==> src/logic/tank_regs_pkg.sv <==
`default_nettype none

package tank_regs_pkg;

	// bus widths
	localparam int APB_AW = 8;
	localparam int APB_DW = 32;

	// ------------------------------
	// register map
	// ------------------------------
	localparam logic [APB_AW-1:0] ADDR_CTRL    = 8'h00;
	localparam logic [APB_AW-1:0] ADDR_BTN     = 8'h04;
	localparam logic [APB_AW-1:0] ADDR_TICKDIV = 8'h08;
	localparam logic [APB_AW-1:0] ADDR_STATUS  = 8'h0C;
	localparam logic [APB_AW-1:0] ADDR_SHELL   = 8'h10;
	localparam logic [APB_AW-1:0] ADDR_ENEMY0  = 8'h20;
	// byte step between enemy slots
	localparam int ENEMY_STRIDE = 4;

	// ctrl bits, respawn and step are pulses
	localparam int CTRL_ENABLE  = 0;
	localparam int CTRL_RESPAWN = 1;
	localparam int CTRL_STEP    = 2;

	// button bits
	localparam int BTN_UP    = 0;
	localparam int BTN_DOWN  = 1;
	localparam int BTN_LEFT  = 2;
	localparam int BTN_RIGHT = 3;
	localparam int BTN_FIRE  = 4;

	// divider sits at the bottom of TICKDIV
	localparam int TICKDIV_LSB = 0;

	// x/y layout, same in STATUS, SHELL and the enemy slots
	localparam int FLD_X_LSB = 0;
	localparam int FLD_Y_LSB = 8;

	// remaining status and slot bits
	localparam int STATUS_DIR_LSB = 16;
	localparam int STATUS_ALIVE   = 20;
	localparam int STATUS_SHELL   = 21;
	localparam int ENEMY_VALID    = 16;

endpackage

`default_nettype wire

==> src/logic/tank_pkg.sv <==
`default_nettype none

package tank_pkg;

	// ------------------------------
	// playfield geometry, in cells
	// ------------------------------
	typedef logic [4:0] coord_t;
	localparam coord_t X_MAX = 5'd15;
	localparam coord_t Y_MAX = 5'd19;

	// heading shared by tank and shell
	typedef logic [1:0] dir_t;
	localparam dir_t DIR_UP    = 2'd0;
	localparam dir_t DIR_DOWN  = 2'd1;
	localparam dir_t DIR_LEFT  = 2'd2;
	localparam dir_t DIR_RIGHT = 2'd3;

	// spawn cell, also where reset puts the tank
	localparam coord_t SPAWN_X = 5'd7;
	localparam coord_t SPAWN_Y = 5'd7;

	// enemy shell slots written by the host
	localparam int N_ENEMY = 4;

	// game tick divider value
	typedef logic [15:0] tick_div_t;

endpackage

`default_nettype wire
==> src/logic/tank_game.sv <==
`timescale 1ns/100ps
`default_nettype none

module tank_game
	import tank_pkg::*;
	import tank_regs_pkg::*;
(
	input  wire              clk,
	input  wire              rst_n,
	// host port
	input  wire              psel,
	input  wire              penable,
	input  wire              pwrite,
	input  wire [APB_AW-1:0] paddr,
	input  wire [APB_DW-1:0] pwdata,
	output wire [APB_DW-1:0] prdata,
	output wire              pready,
	output wire              pslverr
);

	// ------------------------------
	// control from the registers
	// ------------------------------
	wire                       enable;
	wire                       respawn;
	wire                       step;
	wire                       btn_up;
	wire                       btn_down;
	wire                       btn_left;
	wire                       btn_right;
	wire                       btn_fire;
	wire tick_div_t            tick_div;
	wire [N_ENEMY-1:0]         enemy_valid;
	wire coord_t [N_ENEMY-1:0] enemy_x;
	wire coord_t [N_ENEMY-1:0] enemy_y;

	// game tick enable
	wire                       tick;

	// ------------------------------
	// tank and shell state
	// ------------------------------
	wire coord_t               pos_x;
	wire coord_t               pos_y;
	wire dir_t                 dir;
	wire                       alive;
	wire                       fire;
	wire                       shell_active;
	wire coord_t               shell_x;
	wire coord_t               shell_y;

	// port names match the wires above one to one
	tank_apb_regs u_regs (.*);

	tick_gen u_tick (.*);

	player_tank u_tank (.*);

	shell_unit u_shell (.*);

endmodule

`default_nettype wire

==> src/logic/tank_apb_regs.sv <==
`timescale 1ns/100ps
`default_nettype none

module tank_apb_regs
	import tank_pkg::*;
	import tank_regs_pkg::*;
(
	input  wire                       clk,
	input  wire                       rst_n,
	// apb slave
	input  wire                       psel,
	input  wire                       penable,
	input  wire                       pwrite,
	input  wire [APB_AW-1:0]          paddr,
	input  wire [APB_DW-1:0]          pwdata,
	output logic [APB_DW-1:0]         prdata,
	output logic                      pready,
	output logic                      pslverr,
	// register outputs
	output logic                      enable,
	output logic                      respawn,
	output logic                      step,
	output logic                      btn_up,
	output logic                      btn_down,
	output logic                      btn_left,
	output logic                      btn_right,
	output logic                      btn_fire,
	output tick_div_t                 tick_div,
	output logic [N_ENEMY-1:0]        enemy_valid,
	output coord_t [N_ENEMY-1:0]      enemy_x,
	output coord_t [N_ENEMY-1:0]      enemy_y,
	// status inputs
	input  wire coord_t               pos_x,
	input  wire coord_t               pos_y,
	input  wire dir_t                 dir,
	input  wire                       alive,
	input  wire                       shell_active,
	input  wire coord_t               shell_x,
	input  wire coord_t               shell_y
);

	localparam int CW = $bits(coord_t);

	logic               access;
	logic               read_only;
	logic               mapped;
	logic               wr_en;
	logic [N_ENEMY-1:0] enemy_sel;

	// ------------------------------
	// address decode
	// ------------------------------
	always_comb
	begin
		for (int i = 0; i < N_ENEMY; i++)
			enemy_sel[i] = (paddr == APB_AW'(ADDR_ENEMY0 + i * ENEMY_STRIDE));
	end

	assign access    = psel && penable;
	assign read_only = (paddr == ADDR_STATUS) || (paddr == ADDR_SHELL);
	assign mapped    = (paddr == ADDR_CTRL) || (paddr == ADDR_BTN) ||
		(paddr == ADDR_TICKDIV) || read_only || (|enemy_sel);
	assign wr_en     = access && pwrite && mapped && !read_only;

	// no wait states
	assign pready  = 1'b1;
	// unmapped address, or a write to a read-only register
	assign pslverr = access && (!mapped || (pwrite && read_only));

	// ------------------------------
	// writable registers
	// ------------------------------
	always_ff @(posedge clk or negedge rst_n)
	begin
		if (!rst_n)
		begin
			enable      <= 1'b0;
			respawn     <= 1'b0;
			step        <= 1'b0;
			btn_up      <= 1'b0;
			btn_down    <= 1'b0;
			btn_left    <= 1'b0;
			btn_right   <= 1'b0;
			btn_fire    <= 1'b0;
			tick_div    <= '0;
			enemy_valid <= '0;
			enemy_x     <= '0;
			enemy_y     <= '0;
		end
		else
		begin
			// pulses, never stored
			respawn <= 1'b0;
			step    <= 1'b0;
			if (wr_en)
			begin
				case (paddr)
					ADDR_CTRL:
					begin
						enable  <= pwdata[CTRL_ENABLE];
						respawn <= pwdata[CTRL_RESPAWN];
						step    <= pwdata[CTRL_STEP];
					end
					ADDR_BTN:
					begin
						btn_up    <= pwdata[BTN_UP];
						btn_down  <= pwdata[BTN_DOWN];
						btn_left  <= pwdata[BTN_LEFT];
						btn_right <= pwdata[BTN_RIGHT];
						btn_fire  <= pwdata[BTN_FIRE];
					end
					ADDR_TICKDIV:
						tick_div <= pwdata[TICKDIV_LSB +: $bits(tick_div_t)];
					default:
					begin
						// whichever enemy slot is addressed
						for (int i = 0; i < N_ENEMY; i++)
						begin
							if (enemy_sel[i])
							begin
								enemy_x[i]     <= pwdata[FLD_X_LSB +: CW];
								enemy_y[i]     <= pwdata[FLD_Y_LSB +: CW];
								enemy_valid[i] <= pwdata[ENEMY_VALID];
							end
						end
					end
				endcase
			end
		end
	end

	// ------------------------------
	// read data, unused bits zero
	// ------------------------------
	always_comb
	begin
		prdata = '0;
		case (paddr)
			ADDR_CTRL:
				prdata[CTRL_ENABLE] = enable;
			ADDR_BTN:
			begin
				prdata[BTN_UP]    = btn_up;
				prdata[BTN_DOWN]  = btn_down;
				prdata[BTN_LEFT]  = btn_left;
				prdata[BTN_RIGHT] = btn_right;
				prdata[BTN_FIRE]  = btn_fire;
			end
			ADDR_TICKDIV:
				prdata[TICKDIV_LSB +: $bits(tick_div_t)] = tick_div;
			ADDR_STATUS:
			begin
				prdata[FLD_X_LSB +: CW]                  = pos_x;
				prdata[FLD_Y_LSB +: CW]                  = pos_y;
				prdata[STATUS_DIR_LSB +: $bits(dir_t)]   = dir;
				prdata[STATUS_ALIVE]                     = alive;
				prdata[STATUS_SHELL]                     = shell_active;
			end
			ADDR_SHELL:
			begin
				prdata[FLD_X_LSB +: CW] = shell_x;
				prdata[FLD_Y_LSB +: CW] = shell_y;
			end
			default:
			begin
				for (int i = 0; i < N_ENEMY; i++)
				begin
					if (enemy_sel[i])
					begin
						prdata[FLD_X_LSB +: CW] = enemy_x[i];
						prdata[FLD_Y_LSB +: CW] = enemy_y[i];
						prdata[ENEMY_VALID]     = enemy_valid[i];
					end
				end
			end
		endcase
	end

endmodule

`default_nettype wire

==> src/logic/shell_unit.sv <==
`timescale 1ns/100ps
`default_nettype none

module shell_unit import tank_pkg::*;
(
	input  wire         clk,
	input  wire         rst_n,
	input  wire         tick,
	input  wire         fire,
	input  wire coord_t pos_x,
	input  wire coord_t pos_y,
	input  wire dir_t   dir,
	input  wire         respawn,
	output logic        shell_active,
	output coord_t      shell_x,
	output coord_t      shell_y
);

	dir_t   shell_dir;
	logic   at_edge;
	coord_t step_x;
	coord_t step_y;

	// ------------------------------
	// next cell along the heading
	// ------------------------------
	always_comb
	begin
		at_edge = 1'b0;
		step_x  = shell_x;
		step_y  = shell_y;
		case (shell_dir)
			DIR_UP:
			begin
				at_edge = (shell_y == Y_MAX);
				step_y  = shell_y + 1'b1;
			end
			DIR_DOWN:
			begin
				at_edge = (shell_y == '0);
				step_y  = shell_y - 1'b1;
			end
			DIR_LEFT:
			begin
				at_edge = (shell_x == '0);
				step_x  = shell_x - 1'b1;
			end
			default:
			begin
				at_edge = (shell_x == X_MAX);
				step_x  = shell_x + 1'b1;
			end
		endcase
	end

	// ------------------------------
	// flight
	// ------------------------------
	always_ff @(posedge clk or negedge rst_n)
	begin
		if (!rst_n)
		begin
			shell_active <= 1'b0;
			shell_x      <= '0;
			shell_y      <= '0;
			shell_dir    <= DIR_UP;
		end
		else if (respawn)
			shell_active <= 1'b0;
		else if (fire)
		begin
			// launch from the tank cell with the tank heading
			shell_active <= 1'b1;
			shell_x      <= pos_x;
			shell_y      <= pos_y;
			shell_dir    <= dir;
		end
		else if (tick && shell_active)
		begin
			// a step off the field retires the shell and keeps the last cell
			if (at_edge)
				shell_active <= 1'b0;
			else
			begin
				shell_x <= step_x;
				shell_y <= step_y;
			end
		end
	end

endmodule

`default_nettype wire

==> src/logic/player_tank.sv <==
`timescale 1ns/100ps
`default_nettype none

module player_tank import tank_pkg::*;
(
	input  wire                       clk,
	input  wire                       rst_n,
	input  wire                       tick,
	input  wire                       enable,
	input  wire                       respawn,
	input  wire                       btn_up,
	input  wire                       btn_down,
	input  wire                       btn_left,
	input  wire                       btn_right,
	input  wire                       btn_fire,
	input  wire [N_ENEMY-1:0]         enemy_valid,
	input  wire coord_t [N_ENEMY-1:0] enemy_x,
	input  wire coord_t [N_ENEMY-1:0] enemy_y,
	input  wire                       shell_active,
	output coord_t                    pos_x,
	output coord_t                    pos_y,
	output dir_t                      dir,
	output logic                      alive,
	output logic                      fire
);

	logic   hit;
	logic   can_act;
	dir_t   next_dir;
	coord_t next_x;
	coord_t next_y;

	// ------------------------------
	// hit check, every cycle
	// ------------------------------
	always_comb
	begin
		hit = 1'b0;
		for (int i = 0; i < N_ENEMY; i++)
		begin
			// only valid slots count
			if (enemy_valid[i] && (enemy_x[i] == pos_x) && (enemy_y[i] == pos_y))
				hit = 1'b1;
		end
	end

	// a tank hit this cycle no longer moves or fires
	assign can_act = enable && alive && !hit;

	// ------------------------------
	// button priority and edge stops
	// ------------------------------
	always_comb
	begin
		next_dir = dir;
		next_x   = pos_x;
		next_y   = pos_y;
		// first pressed button wins: up, down, left, right
		if (btn_up)
		begin
			next_dir = DIR_UP;
			if (pos_y != Y_MAX)
				next_y = pos_y + 1'b1;
		end
		else if (btn_down)
		begin
			next_dir = DIR_DOWN;
			if (pos_y != '0)
				next_y = pos_y - 1'b1;
		end
		else if (btn_left)
		begin
			next_dir = DIR_LEFT;
			if (pos_x != '0)
				next_x = pos_x - 1'b1;
		end
		else if (btn_right)
		begin
			next_dir = DIR_RIGHT;
			if (pos_x != X_MAX)
				next_x = pos_x + 1'b1;
		end
	end

	// ------------------------------
	// state registers
	// ------------------------------
	always_ff @(posedge clk or negedge rst_n)
	begin
		if (!rst_n)
		begin
			pos_x <= SPAWN_X;
			pos_y <= SPAWN_Y;
			dir   <= DIR_UP;
			alive <= 1'b1;
			fire  <= 1'b0;
		end
		else if (respawn)
		begin
			// respawn beats a tick in the same cycle
			pos_x <= SPAWN_X;
			pos_y <= SPAWN_Y;
			dir   <= DIR_UP;
			alive <= 1'b1;
			fire  <= 1'b0;
		end
		else
		begin
			fire <= 1'b0;
			// sticky until respawn
			if (hit)
				alive <= 1'b0;
			if (tick && can_act)
			begin
				pos_x <= next_x;
				pos_y <= next_y;
				dir   <= next_dir;
				// one shell in flight at a time
				fire  <= btn_fire && !shell_active;
			end
		end
	end

endmodule

`default_nettype wire

==> src/logic/tick_gen.sv <==
`timescale 1ns/100ps
`default_nettype none

module tick_gen import tank_pkg::*;
(
	input  wire       clk,
	input  wire       rst_n,
	input  tick_div_t tick_div,
	input  wire       step,
	output logic      tick
);

	tick_div_t cnt;
	logic      free_tick;

	// counter expired, only counts while the divider is nonzero
	assign free_tick = (tick_div != '0) && (cnt == '0);

	always_ff @(posedge clk or negedge rst_n)
	begin
		if (!rst_n)
		begin
			cnt  <= '0;
			tick <= 1'b0;
		end
		else
		begin
			// reload on expiry, park at zero while the divider is off
			if (tick_div == '0)
				cnt <= '0;
			else if (cnt == '0)
				cnt <= tick_div;
			else
				cnt <= cnt - 1'b1;

			// one tick every tick_div+1 cycles, a step request lands a cycle later
			tick <= free_tick | step;
		end
	end

endmodule

`default_nettype wire

==> config.mk <==
export PLATFORM = sky130hd
export DESIGN_NAME = tank_game
export DESIGN_NICKNAME = d
export VERILOG_FILES = /design/src/logic/tank_regs_pkg.sv /design/src/logic/tank_pkg.sv /design/src/logic/tank_game.sv /design/src/logic/tank_apb_regs.sv /design/src/logic/shell_unit.sv /design/src/logic/player_tank.sv /design/src/logic/tick_gen.sv
export SDC_FILE = /design/constraint.sdc
export NUM_CORES = 1
export LEC_CHECK = 0
export BUFFER_PORTS_ARGS = -buffer_cell sky130_fd_sc_hd__buf_2
export CAP_MARGIN = 20
export CORE_ASPECT_RATIO = 0.75
export CORE_MARGIN = 3
export CORE_UTILIZATION = 35
export CTS_BUF_LIST = sky130_fd_sc_hd__clkbuf_4 sky130_fd_sc_hd__clkbuf_8
export DETAILED_ROUTE_END_ITERATION = 10
export GPL_TIMING_DRIVEN = 0
export RECOVER_POWER = 100
export SLEW_MARGIN = 20
export SYNTH_ARGS = -nofsm -noshare
export SYNTH_HDL_FRONTEND = slang
export SYNTH_HIERARCHICAL = 1
export SYNTH_SLANG_ARGS = --single-unit
==> constraint.sdc <==
create_clock -name clk -period 2.6 [get_ports clk]
set_clock_uncertainty 0.2 [all_clocks]
set_input_delay 0.65 -clock clk [delete_from_list [all_inputs] [get_ports clk]]
set_output_delay 0.65 -clock clk [all_outputs]
set_load 0.03 [all_outputs]
==> results of run 1 <==
-- final timing paths --
path	end
max in group asynchronous	u_regs/enemy_x[12]
min reg2reg	u_tick/tick
min	u_tick/tick
min in group asynchronous	u_shell/shell_y[1]
max reg2reg	u_tank/pos_y[0]
max	prdata[4]
-- layer usage --
metal	track usage [%]	part of all wire, %	vias up
met5	0	0	-
li1	-	-	2664
met4	3.62	0.95	0
met3	3.93	7.1	15
met1	29.3	50	2907
met2	27.0	42	185
-- final cells by class --
| type | count | area, µm² |
|---|---|---|
| multi-input combinational | 514 | 4540 |
| buffer | 48 | 418 |
| inverter | 11 | 41.3 |
| sequential | 112 | 2810 |
| timing repair buffer | 73 | 653 |
| tap | 282 | 353 |
| fill | 1884 | 11300 |
| clock buffer | 9 | 124 |
| clock inverter | 7 | 110 |
-- layout by cell type (no fill, tap or decap), types with 11 or more instances in the layout --
cell type / n
buf_4: 32
mux2_2: 42
nand2_1: 19
xnor2_1: 45
o22ai_1: 14
a21oi_1: 28
nor3_1: 16
xor2_1: 16
buf_6: 37
nand3_1: 12
inv_1: 11
o21ai_1: 14
o21ai_0: 13
mux2_4: 34
mux2i_1: 14
dfrtp_1: 105
ha_1: 14
clkbuf_8: 13
nor2_1: 27
buf_2: 24
conb_1: 13
nand4_1: 16
-- power by group through the flow --
| stage | Combinational, mW | Clock (mW) | Sequential, mW |
|---|---|---|---|
| 2_1_floorplan | 1.43 | 0 | 1.99 |
| 3_3_place_gp | 1.81 | 0 | 2.02 |
| 3_5_place_dp | 1.84 | 0 | 2.02 |
| 4_1_cts | 1.88 | 1.28 | 1.99 |
| 5_1_grt | 1.96 | 1.35 | 1.98 |
| 6_report | 1.64 | 1.25 | 1.96 |
-- stage by stage --
step / TNS, ns / utilization, %
2_1_floorplan: -3.43 / -
3_3_place_gp: -109.58 / 39.7
3_5_place_dp: -30.27 / 39.9
4_1_cts: -6.46 / 43.5
5_1_grt: -18.56 / 44.5
6_report: -8.32 / 44.5
-- worst register-to-register path: stages (launching register included) --
cell,delay [ns]
dfstp_2,0.60
buf_6,0.14
xor2_1,0.06
nor4_1,0.53
nand4_1,0.29
o221ai_4,0.35
buf_6,0.19
nor3_1,0.06
or3b_1,0.36
-- registers in the layout (all words and copies together), names as in the netlist, 2 cells and up --
register / cells
u_regs/enemy_valid: 4
u_regs/enemy_x: 20
u_regs/enemy_y: 20
u_regs/tick_div: 16
u_shell/shell_dir: 2
u_shell/shell_x: 5
u_shell/shell_y: 5
u_tank/dir: 2
u_tank/pos_x: 5
u_tank/pos_y: 5
u_tick/cnt: 16
-- cells by family (layout without fill, tap and decap cells) --
logic type,count (synthesis),after routing,share of synthesized area [%]
and+or+nand+nor,194,194,16.5
AOI/OAI and AO/OA,131,131,12.3
DFF,112,112,38.6
muxes,94,94,16.4
xor gates and xnor gates,64,64,7.70
buffers and inverters,60,148,4.93
adders and majority gates,18,18,3.51
other,2,13,0.103
-- timing repair --
action / CTS / global route
setup endpoints to repair: 33 / 32
pin swaps: 15 / 24
gates cloned: 2 / 1
resized for setup: 99 / 53
setup buffers: 10 / 11
hold buffers: 1 / 0
hold endpoints to repair: 34 / 0
==> flow_summary_export.csv, run 1 <==
group,metric,value,unit
outcome,status,"complete, but fails checks",
outcome,violations,"negative setup slack",
critical_path,critPathMaxFanout,5,
detailed_routing,vias,5771,
synth,synth.most_common_cell,"dfrtp_1",
power,clkPwrFrac,25.8,%
synth,async_flop_share,100,%
floorplanning,fp.dieArea,22600,µm²
synth,synth.top_cell.area_share,36.1,%
critical_path,worstSetupStartpointType,"input port",
power,p_switching,1.81,mW
synth,ys_ff_latch,112,
floorplanning,row_count,45,
synth,synth_edf_count,0,
power,max-vdd-ir-drop,0.408,mV
synth,synth-main-ff-cell,"dfrtp_1",
sta,whs,0.252,ns
power,power_density,536,nW/µm²
critical_path,r2r_setup_slack,-0.24,ns
clock_tree,clk_path_buf_depth,2,
synth,ys_warn_count,6,
clock_tree,clk_latency,0.41,ns
critical_path,path_buf_inv,3,
synth,synth_cell_types,82,
synth,ys_seq_area_share,38.6,%
power,pwr-share-seq,40.5,%
clock_tree,clk_pin_slew,0.10,ns
placement,place_ws,-0.885,ns
hold_path,min_from,"u_regs/step",
final_layout,diodes,0,
critical_path,end_kind,"output port",
sta,hold_violations,0,
final_layout,fin_area,9050,µm²
power,intPower,3.04,mW
clock_tree,cts_tree,"done",
sta,worstMarginPinSlew,1.13,ns
detailed_routing,dr.pass1.iters,5,
clock_tree,htree_levels,3,
final_layout,final_cells,1056,
detailed_routing,wl_per_cell,20.2,µm
critical_path,path_delay_family,"simple AND/OR/NAND/NOR gates",
detailed_routing,via_per_inst,5.46,
grt,grt_usage,18.9,%
placement,portBuffers,47,
synth,synth_top_area_cell,"dfrtp_1",
final_layout,final_layout_size_suffix_gt1_share,38.8,%
grt,grt_overflow,0,
critical_path,startpoint,"paddr[7]",
power,p_comb_share,33.7,%
grt,grt_pass1_wl,33.3,mm
grt,antenna_found_initial,0,
placement,dpl_cell_area,8110,µm²
floorplanning,die_height,131,µm
placement,dpl.hpwl,15.8,mm
floorplanning,ios,79,
sta,fin_crit,3.00,ns
clock_tree,cts.sinks,112,
sta,final_max_slew_viol_count,0,
critical_path,r2r_start,"u_tank/pos_y[1]",
critical_path,worst_ep_required_time,1.75,ns
sta,period_share,115,%
synth,postSynthAreaPerCell,10.8,µm²
hold_path,min_path_cells,1,
flow_run,drv_cap,0,
grt,grt_max_degree,72,
sta,grt_setup_unrepaired,"yes",
sta,relSlewSlack,24.5,%
detailed_routing,drt_wl_total,21.4,mm
grt,grt_pass1_vias,5492,
sta,max_freq,333,MHz
critical_path,criticalPathCategory,"input port to output port",
floorplanning,core_area,20300,µm²
clock_tree,cts_root_buf,"clkbuf_8",
placement,placed_cells,1016,
sta,postLayoutSetupSlackWorst,-0.402,ns
sta,setup_viol,36,
floorplanning,start_util,35.8,%
critical_path,path_cells,"buf_8 > or4b_4 > nor2_4 > clkbuf_4 > a221oi_1 > a21oi_2 > buf_6",
final_layout,nets,832,
synth,syn_inst,675,
critical_path,slowest_stage,"or4b_4",
detailed_routing,ant_nets,0,
critical_path,cp.depth,7,
synth,ys_top_cells_by_count,"dfrtp_1, xnor2_1, mux2_2",
clock_tree,cts_buffers,9,
floorplanning,die_x,173,µm
power,total_leakage_power,4.19,nW
placement,place_congestion,0.878,
final_layout,area_delta_synth_final,24.3,%
synth,syn_area,7280,µm²
detailed_routing,drc,0,
synth,ys_top_cells_by_area,"dfrtp_1, mux2_4, mux2_2",
power,netSwitchingFraction,37.2,%
critical_path,cpPeakStageDelay,0.59,ns
hold_path,min_path_type,"flip-flop to flip-flop",
detailed_routing,drt_iter0_drc,612,
critical_path,cp.arrival,2.15,ns
power,power,4.85,mW
critical_path,r2r_cells,8,
Power figures use the tool's default switching activity.
==> inputs of run 2 (changes only) <==
--- a/config.mk
+++ b/config.mk
@@ -5,6 +5,7 @@
 export SDC_FILE = /design/constraint.sdc
 export NUM_CORES = 1
 export LEC_CHECK = 0
+export ABC_AREA = 1
 export BUFFER_PORTS_ARGS = -buffer_cell sky130_fd_sc_hd__buf_2
 export CAP_MARGIN = 20
 export CORE_ASPECT_RATIO = 0.75
@@ -13,6 +14,7 @@
 export CTS_BUF_LIST = sky130_fd_sc_hd__clkbuf_4 sky130_fd_sc_hd__clkbuf_8
 export DETAILED_ROUTE_END_ITERATION = 10
 export GPL_TIMING_DRIVEN = 0
+export MAX_ROUTING_LAYER = met4
 export RECOVER_POWER = 100
 export SLEW_MARGIN = 20
 export SYNTH_ARGS = -nofsm -noshare
==> flow_summary_export.csv, run 2 <==
group,metric,value,unit
outcome,status,"complete, but fails checks",
outcome,violations,"negative setup slack",
synth,postSynthAreaPerCell,6.97,µm²
final_layout,area_delta_synth_final,19.0,%
synth,synth-main-ff-cell,"dfrtp_1",
synth,synth_edf_count,0,
floorplanning,row_count,47,
synth,ys_seq_area_share,34.3,%
final_layout,mostFrequentLayoutCells,"nand2_1, inv_1, nor2_1",
hold_path,min_path_type,"flip-flop to flip-flop",
grt,grt_overflow,0,
clock_tree,clk_path_buf_depth,2,
critical_path,criticalPathCategory,"input port to output port",
detailed_routing,drc,0,
floorplanning,die_x,183,µm
clock_tree,cts.sinks,112,
detailed_routing,wl_per_cell,15.2,µm
sta,tns,-1.26,ns
detailed_routing,vias,7630,
synth,syn_area,8210,µm²
synth,synth_top_area_cell,"dfrtp_1",
sta,final_max_slew_viol_count,0,
critical_path,worstSetupStartpointType,"input port",
placement,portBuffers,50,
sta,grt_setup_unrepaired,"yes",
clock_tree,cts_root_buf,"clkbuf_8",
critical_path,worst_ep_required_time,1.75,ns
critical_path,r2r_end,"u_tank/pos_x[4]",
power,pwr-share-seq,58.6,%
critical_path,cp.arrival,1.93,ns
synth,ys_ff_latch,112,
grt,grt_max_degree,64,
floorplanning,die_height,139,µm
detailed_routing,ant_nets,0,
final_layout,largestRegisters,"u_regs/enemy_x: 20 flops, u_regs/enemy_y: 20 flops",
power,p_switching,0.775,mW
detailed_routing,via_per_inst,4.84,
synth,synth.most_common_cell,"nand2_1",
floorplanning,fp.dieArea,25300,µm²
final_layout,diodes,0,
final_layout,nets,1340,
hold_path,min_from,"u_tank/alive",
final_layout,final_layout_size_suffix_gt1_share,20.5,%
power,max-vdd-ir-drop,0.193,mV
floorplanning,start_util,36.4,%
critical_path,r2r_cells,8,
grt,grt_pass1_vias,7190,
critical_path,r2r_start,"u_tank/pos_x[1]",
sta,max_freq,359,MHz
final_layout,final_common_cell,"nand2_1",
sta,hold_violations,0,
placement,dpl.hpwl,18.3,mm
critical_path,critPathMaxFanout,4,
placement,place_congestion,0.903,
synth,async_flop_share,100,%
synth,synth.top_cell.area_share,32.0,%
sta,worstMarginPinSlew,1.30,ns
floorplanning,ios,79,
synth,ys_warn_count,6,
placement,place_ws,-0.593,ns
clock_tree,cts_buffers,9,
detailed_routing,dr.pass1.iters,5,
grt,antenna_found_initial,0,
power,clkPwrFrac,33.9,%
critical_path,end_kind,"output port",
sta,fin_crit,2.78,ns
hold_path,min_to,"u_tank/alive",
critical_path,r2r_setup_slack,0.26,ns
sta,postLayoutSetupSlackWorst,-0.182,ns
detailed_routing,drt_wl_total,24.0,mm
synth,ys_top_cells_by_area,"dfrtp_1, nand2_1, inv_1",
synth,ys_top_cells_by_count,"nand2_1, inv_1, nor2_1",
power,intPower,2.20,mW
sta,period_share,107,%
clock_tree,clk_pin_slew,0.10,ns
clock_tree,clk_latency,0.39,ns
grt,grt_pass1_wl,39.2,mm
detailed_routing,drt_iter0_drc,702,
power,total_leakage_power,5.28,nW
sta,relSlewSlack,13.1,%
power,p_comb_share,7.5,%
power,netSwitchingFraction,26.1,%
grt,grt_usage,19.7,%
clock_tree,htree_levels,3,
hold_path,min_path_cells,2,
sta,setup_viol,13,
synth,synth_cell_types,52,
flow_run,drv_cap,0,
clock_tree,cts_tree,"done",
synth,syn_inst,1177,
power,power_density,304,nW/µm²
floorplanning,core_area,22500,µm²
[run 2: cell count changes in the layout (fill, tap and decap cells not counted), moves of 21 or more]
cell | before | now
inv_1 | 11 | 145
mux2_2 | 42 | 0
mux2_4 | 34 | 0
nand2_1 | 19 | 387
nand3_1 | 12 | 67
nor2_1 | 27 | 110
nor2_2 | 0 | 21
o21bai_1 | 2 | 45
xnor2_1 | 45 | 20
[run 2: cell families (layout without fill, tap and decap cells)]
family,Yosys count,count (layout),synth area share (%)
and+or+nand+nor,687,687,38.0
buffers and inverters,211,305,12.0
AOI/OAI and AO/OA,122,122,9.89
DFF,112,112,34.3
xor gates and xnor gates,25,25,2.67
adders and majority gates,18,18,3.11
other,2,13,0.0915
[run 2: worst max path at each step]
stage / from / to / slack, ns / cells after the start
floorplan: paddr[7] / prdata[2] / -0.002 / 8
global placement: rst_n / u_regs/enemy_y[7] / -0.84 / 1
detailed placement: paddr[7] / prdata[2] / -0.59 / 10
CTS: paddr[1] / prdata[2] / -0.18 / 10
global route: paddr[4] / prdata[0] / -0.24 / 10
finish: paddr[6] / prdata[1] / -0.18 / 11
[run 2: final cells by class]
cell class,count,area (µm²)
Timing Repair Buffer,78,641
Tap cell,294,368
Multi-Input combinational cell,865,4760
Fill cell,2309,12800
Buffer,49,379
Clock inverter,5,32.5
Sequential cell,112,2810
Inverter,161,627
Clock buffer,11,145
Timing Repair inverter,1,3.75
[run 2: worst max-delay path: stages]
cell,delay [ns]
buf_6,0.10
nor2_4,0.17
nand3_4,0.15
clkinv_4,0.10
buf_12,0.11
buf_4,0.12
nand3_2,0.08
o211ai_1,0.12
nor2_1,0.08
nand2_1,0.11
buf_6,0.14
[run 2: timing repair]
action	in CTS	in global routing
resized for setup	108	23
buffers inserted	21	4
pin swaps	19	12
cloned	2	0
endpoints found under the setup margin	21	21
endpoints found under the hold margin	3	0
hold buffers	1	0
[run 2: stage by stage]
step	instance area, µm²	hold WS, ns	instances	power [mW]	util (%)
2_1_floorplan	8290	0.154	1188	1.86	-
3_3_place_gp	8910	0.269	1532	1.96	39.6
3_5_place_dp	8940	0.281	1533	1.97	39.7
4_1_cts	9720	0.298	1572	3.01	43.2
5_1_grt	9770	0.290	1576	3.09	43.4
6_report	9770	0.297	1576	2.97	43.4
[run 2: routing by layer]
metal	global-route usage (%)	share of wire [%]	routed length (µm)	up-vias
li1	-	-	-	3876
met1	29.8	50	11900	3531
met2	28.3	43	10400	203
met3	3.09	5.9	1420	20
met4	3.26	1.1	265	0
met5	-	0	0	-
[run 2: power groups by stage]
stage / combinational [mW] / clock, mW / sequential (mW)
after floorplan: 0.0840 / 0 / 1.78
after global placement: 0.181 / 0 / 1.78
after detailed placement: 0.189 / 0 / 1.78
after CTS: 0.223 / 1.04 / 1.74
after global routing: 0.243 / 1.11 / 1.74
final: 0.222 / 1.01 / 1.74
==> inputs of run 3 (changes only) <==
--- a/config.mk
+++ b/config.mk
@@ -15,7 +15,7 @@
 export DETAILED_ROUTE_END_ITERATION = 10
 export GPL_TIMING_DRIVEN = 0
 export MAX_ROUTING_LAYER = met4
-export RECOVER_POWER = 100
+export RECOVER_POWER = 25
 export SLEW_MARGIN = 20
 export SYNTH_ARGS = -nofsm -noshare
 export SYNTH_HDL_FRONTEND = slang
==> flow_summary_export.csv, run 3 (synthesis results as in run 2) <==
group,metric,value,unit
hold_path,min_from,"u_tank/alive",
sta,fin_crit,2.78,ns
final_layout,nets,1340,
final_layout,mostFrequentLayoutCells,"nand2_1, inv_1, nor2_1",
sta,relSlewSlack,13.1,%
clock_tree,cts_buffers,9,
sta,max_freq,359,MHz
critical_path,cpPeakStageDelay,0.17,ns
critical_path,path_cells,"buf_6 > nor2_4 > nand3_4 > clkinv_4 > buf_12 > buf_4 > nand3_2 > o211ai_1 > nor2_1 > nand2_1 > buf_6",
sta,final_max_slew_viol_count,0,
power,max-vdd-ir-drop,0.193,mV
clock_tree,cts_tree,"done",
critical_path,criticalPathCategory,"input port to output port",
grt,grt_usage,19.7,%
floorplanning,die_height,139,µm
critical_path,worst_ep_required_time,1.75,ns
floorplanning,row_count,47,
placement,portBuffers,50,
critical_path,slowest_stage,"nor2_4",
sta,period_share,107,%
floorplanning,ios,79,
floorplanning,fp.dieArea,25300,µm²
critical_path,cp_common_cell,"buf_6",
floorplanning,die_x,183,µm
grt,antenna_found_initial,0,
grt,grt_max_degree,64,
outcome,violations,"negative setup slack",
clock_tree,clk_pin_slew,0.10,ns
critical_path,r2r_setup_slack,0.26,ns
placement,dpl.hpwl,18.3,mm
final_layout,largestRegisters,"u_regs/enemy_x: 20 flops, u_regs/enemy_y: 20 flops",
placement,place_congestion,0.903,
detailed_routing,wl_per_cell,15.2,µm
clock_tree,htree_levels,3,
power,power_density,303,nW/µm²
sta,grt_setup_unrepaired,"yes",
hold_path,min_path_type,"flip-flop to flip-flop",
sta,worstMarginPinSlew,1.30,ns
final_layout,area_delta_synth_final,19.4,%
grt,grt_pass1_vias,7190,
detailed_routing,drc,0,
detailed_routing,drt_wl_total,23.9,mm
critical_path,r2r_end,"u_tank/pos_x[4]",
outcome,status,"complete, but fails checks",
critical_path,r2r_cells,8,
grt,grt_overflow,0,
critical_path,cp.arrival,1.93,ns
clock_tree,clk_path_buf_depth,2,
clock_tree,clk_latency,0.39,ns
final_layout,final_common_cell,"nand2_1",
final_layout,diodes,0,
sta,postLayoutSetupSlackWorst,-0.183,ns
detailed_routing,dr.pass1.iters,6,
hold_path,min_to,"u_tank/alive",
clock_tree,cts_root_buf,"clkbuf_8",
critical_path,r2r_start,"u_tank/pos_x[1]",
placement,placed_cells,1533,
sta,setup_viol,12,
detailed_routing,via_per_inst,4.82,
critical_path,worstSetupStartpointType,"input port",
detailed_routing,drt_iter0_drc,732,
detailed_routing,vias,7599,
detailed_routing,ant_nets,0,
power,total_leakage_power,5.29,nW
final_layout,final_layout_size_suffix_gt1_share,20.8,%
sta,hold_violations,0,
final_layout,post-route-util,43.5,%
clock_tree,cts.sinks,112,
floorplanning,core_area,22500,µm²
critical_path,end_kind,"output port",
hold_path,min_path_cells,2,
grt,grt_pass1_wl,39.2,mm
final_layout,final_cells,1576,
floorplanning,start_util,36.4,%
critical_path,critPathMaxFanout,4,
placement,place_ws,-0.593,ns
flow_run,drv_cap,0,
## run 3: cell count changes in the layout (fill, tap and decap cells not counted)
cell and delta:
buf_6 +2, nor2_1 -2, nand2_1 -1, nor2_2 +1, clkbuf_1 -1, clkbuf_2 -1, nand2_2 +1, nor2_8 +1
## run 3: per-layer routing
metal  track usage [%]  vias up  routed length, µm
met5                 -        -                  0
met4              3.26        0                242
met3              3.09       16               1420
met2              28.3      193              10400
met1              29.8     3513              11900
li1                  -     3877                  -
## run 3: worst max path at each step
| stage | start | to | slack (ns) | cells past startpoint |
|---|---|---|---|---|
| after CTS | paddr[1] | prdata[2] | -0.18 | 10 |
| after global routing | paddr[4] | prdata[0] | -0.24 | 10 |
| after floorplan | paddr[7] | prdata[2] | -0.002 | 8 |
| final | paddr[6] | prdata[1] | -0.18 | 11 |
| after global placement | rst_n | u_regs/enemy_y[7] | -0.84 | 1 |
| after detailed placement | paddr[7] | prdata[2] | -0.59 | 10 |
## run 3: area by class of cell
class / count / area, µm²
plain buffers: 49 / 393
clock buffers: 11 / 145
clock inverters: 5 / 32.5
fillers: 2302 / 12700
inverters: 161 / 627
multi-input cells: 865 / 4780
flip-flops and latches: 112 / 2810
well taps: 294 / 368
repair buffers: 78 / 641
repair inverters: 1 / 3.75
## run 3: power breakdown
group,switching (mW),total [mW],internal (mW)
registers,0.00109,1.74,1.74
clock network,0.623,1.01,0.386
logic,0.153,0.222,0.0694
## run 3: worst max-delay path, delay by kind of cell
family	cells	cell delay [ns]
and+or+nand+nor	5	0.59
buffers and inverters	5	0.58
AOI/OAI and AO/OA	1	0.12
## run 3: through the flow
| step | cell area, µm² | setup TNS [ns] | hold WS (ns) | total power, mW |
|---|---|---|---|---|
| detailed placement | 8940 | -6.79 | 0.281 | 1.97 |
| floorplan | 8290 | -0.00474 | 0.154 | 1.86 |
| global route | 9800 | -2.22 | 0.290 | 3.09 |
| finish | 9800 | -1.24 | 0.297 | 2.97 |
| global placement | 8910 | -94.40 | 0.269 | 1.96 |
| CTS | 9720 | -1.44 | 0.298 | 3.01 |
## run 3: repair_timing
item,CTS,global route
gates cloned,2,0
gates resized for setup,108,23
pin swaps,19,12
endpoints found under the setup margin,21,21
hold buffers,1,0
hold endpoints to repair,3,0
buffers inserted,21,4
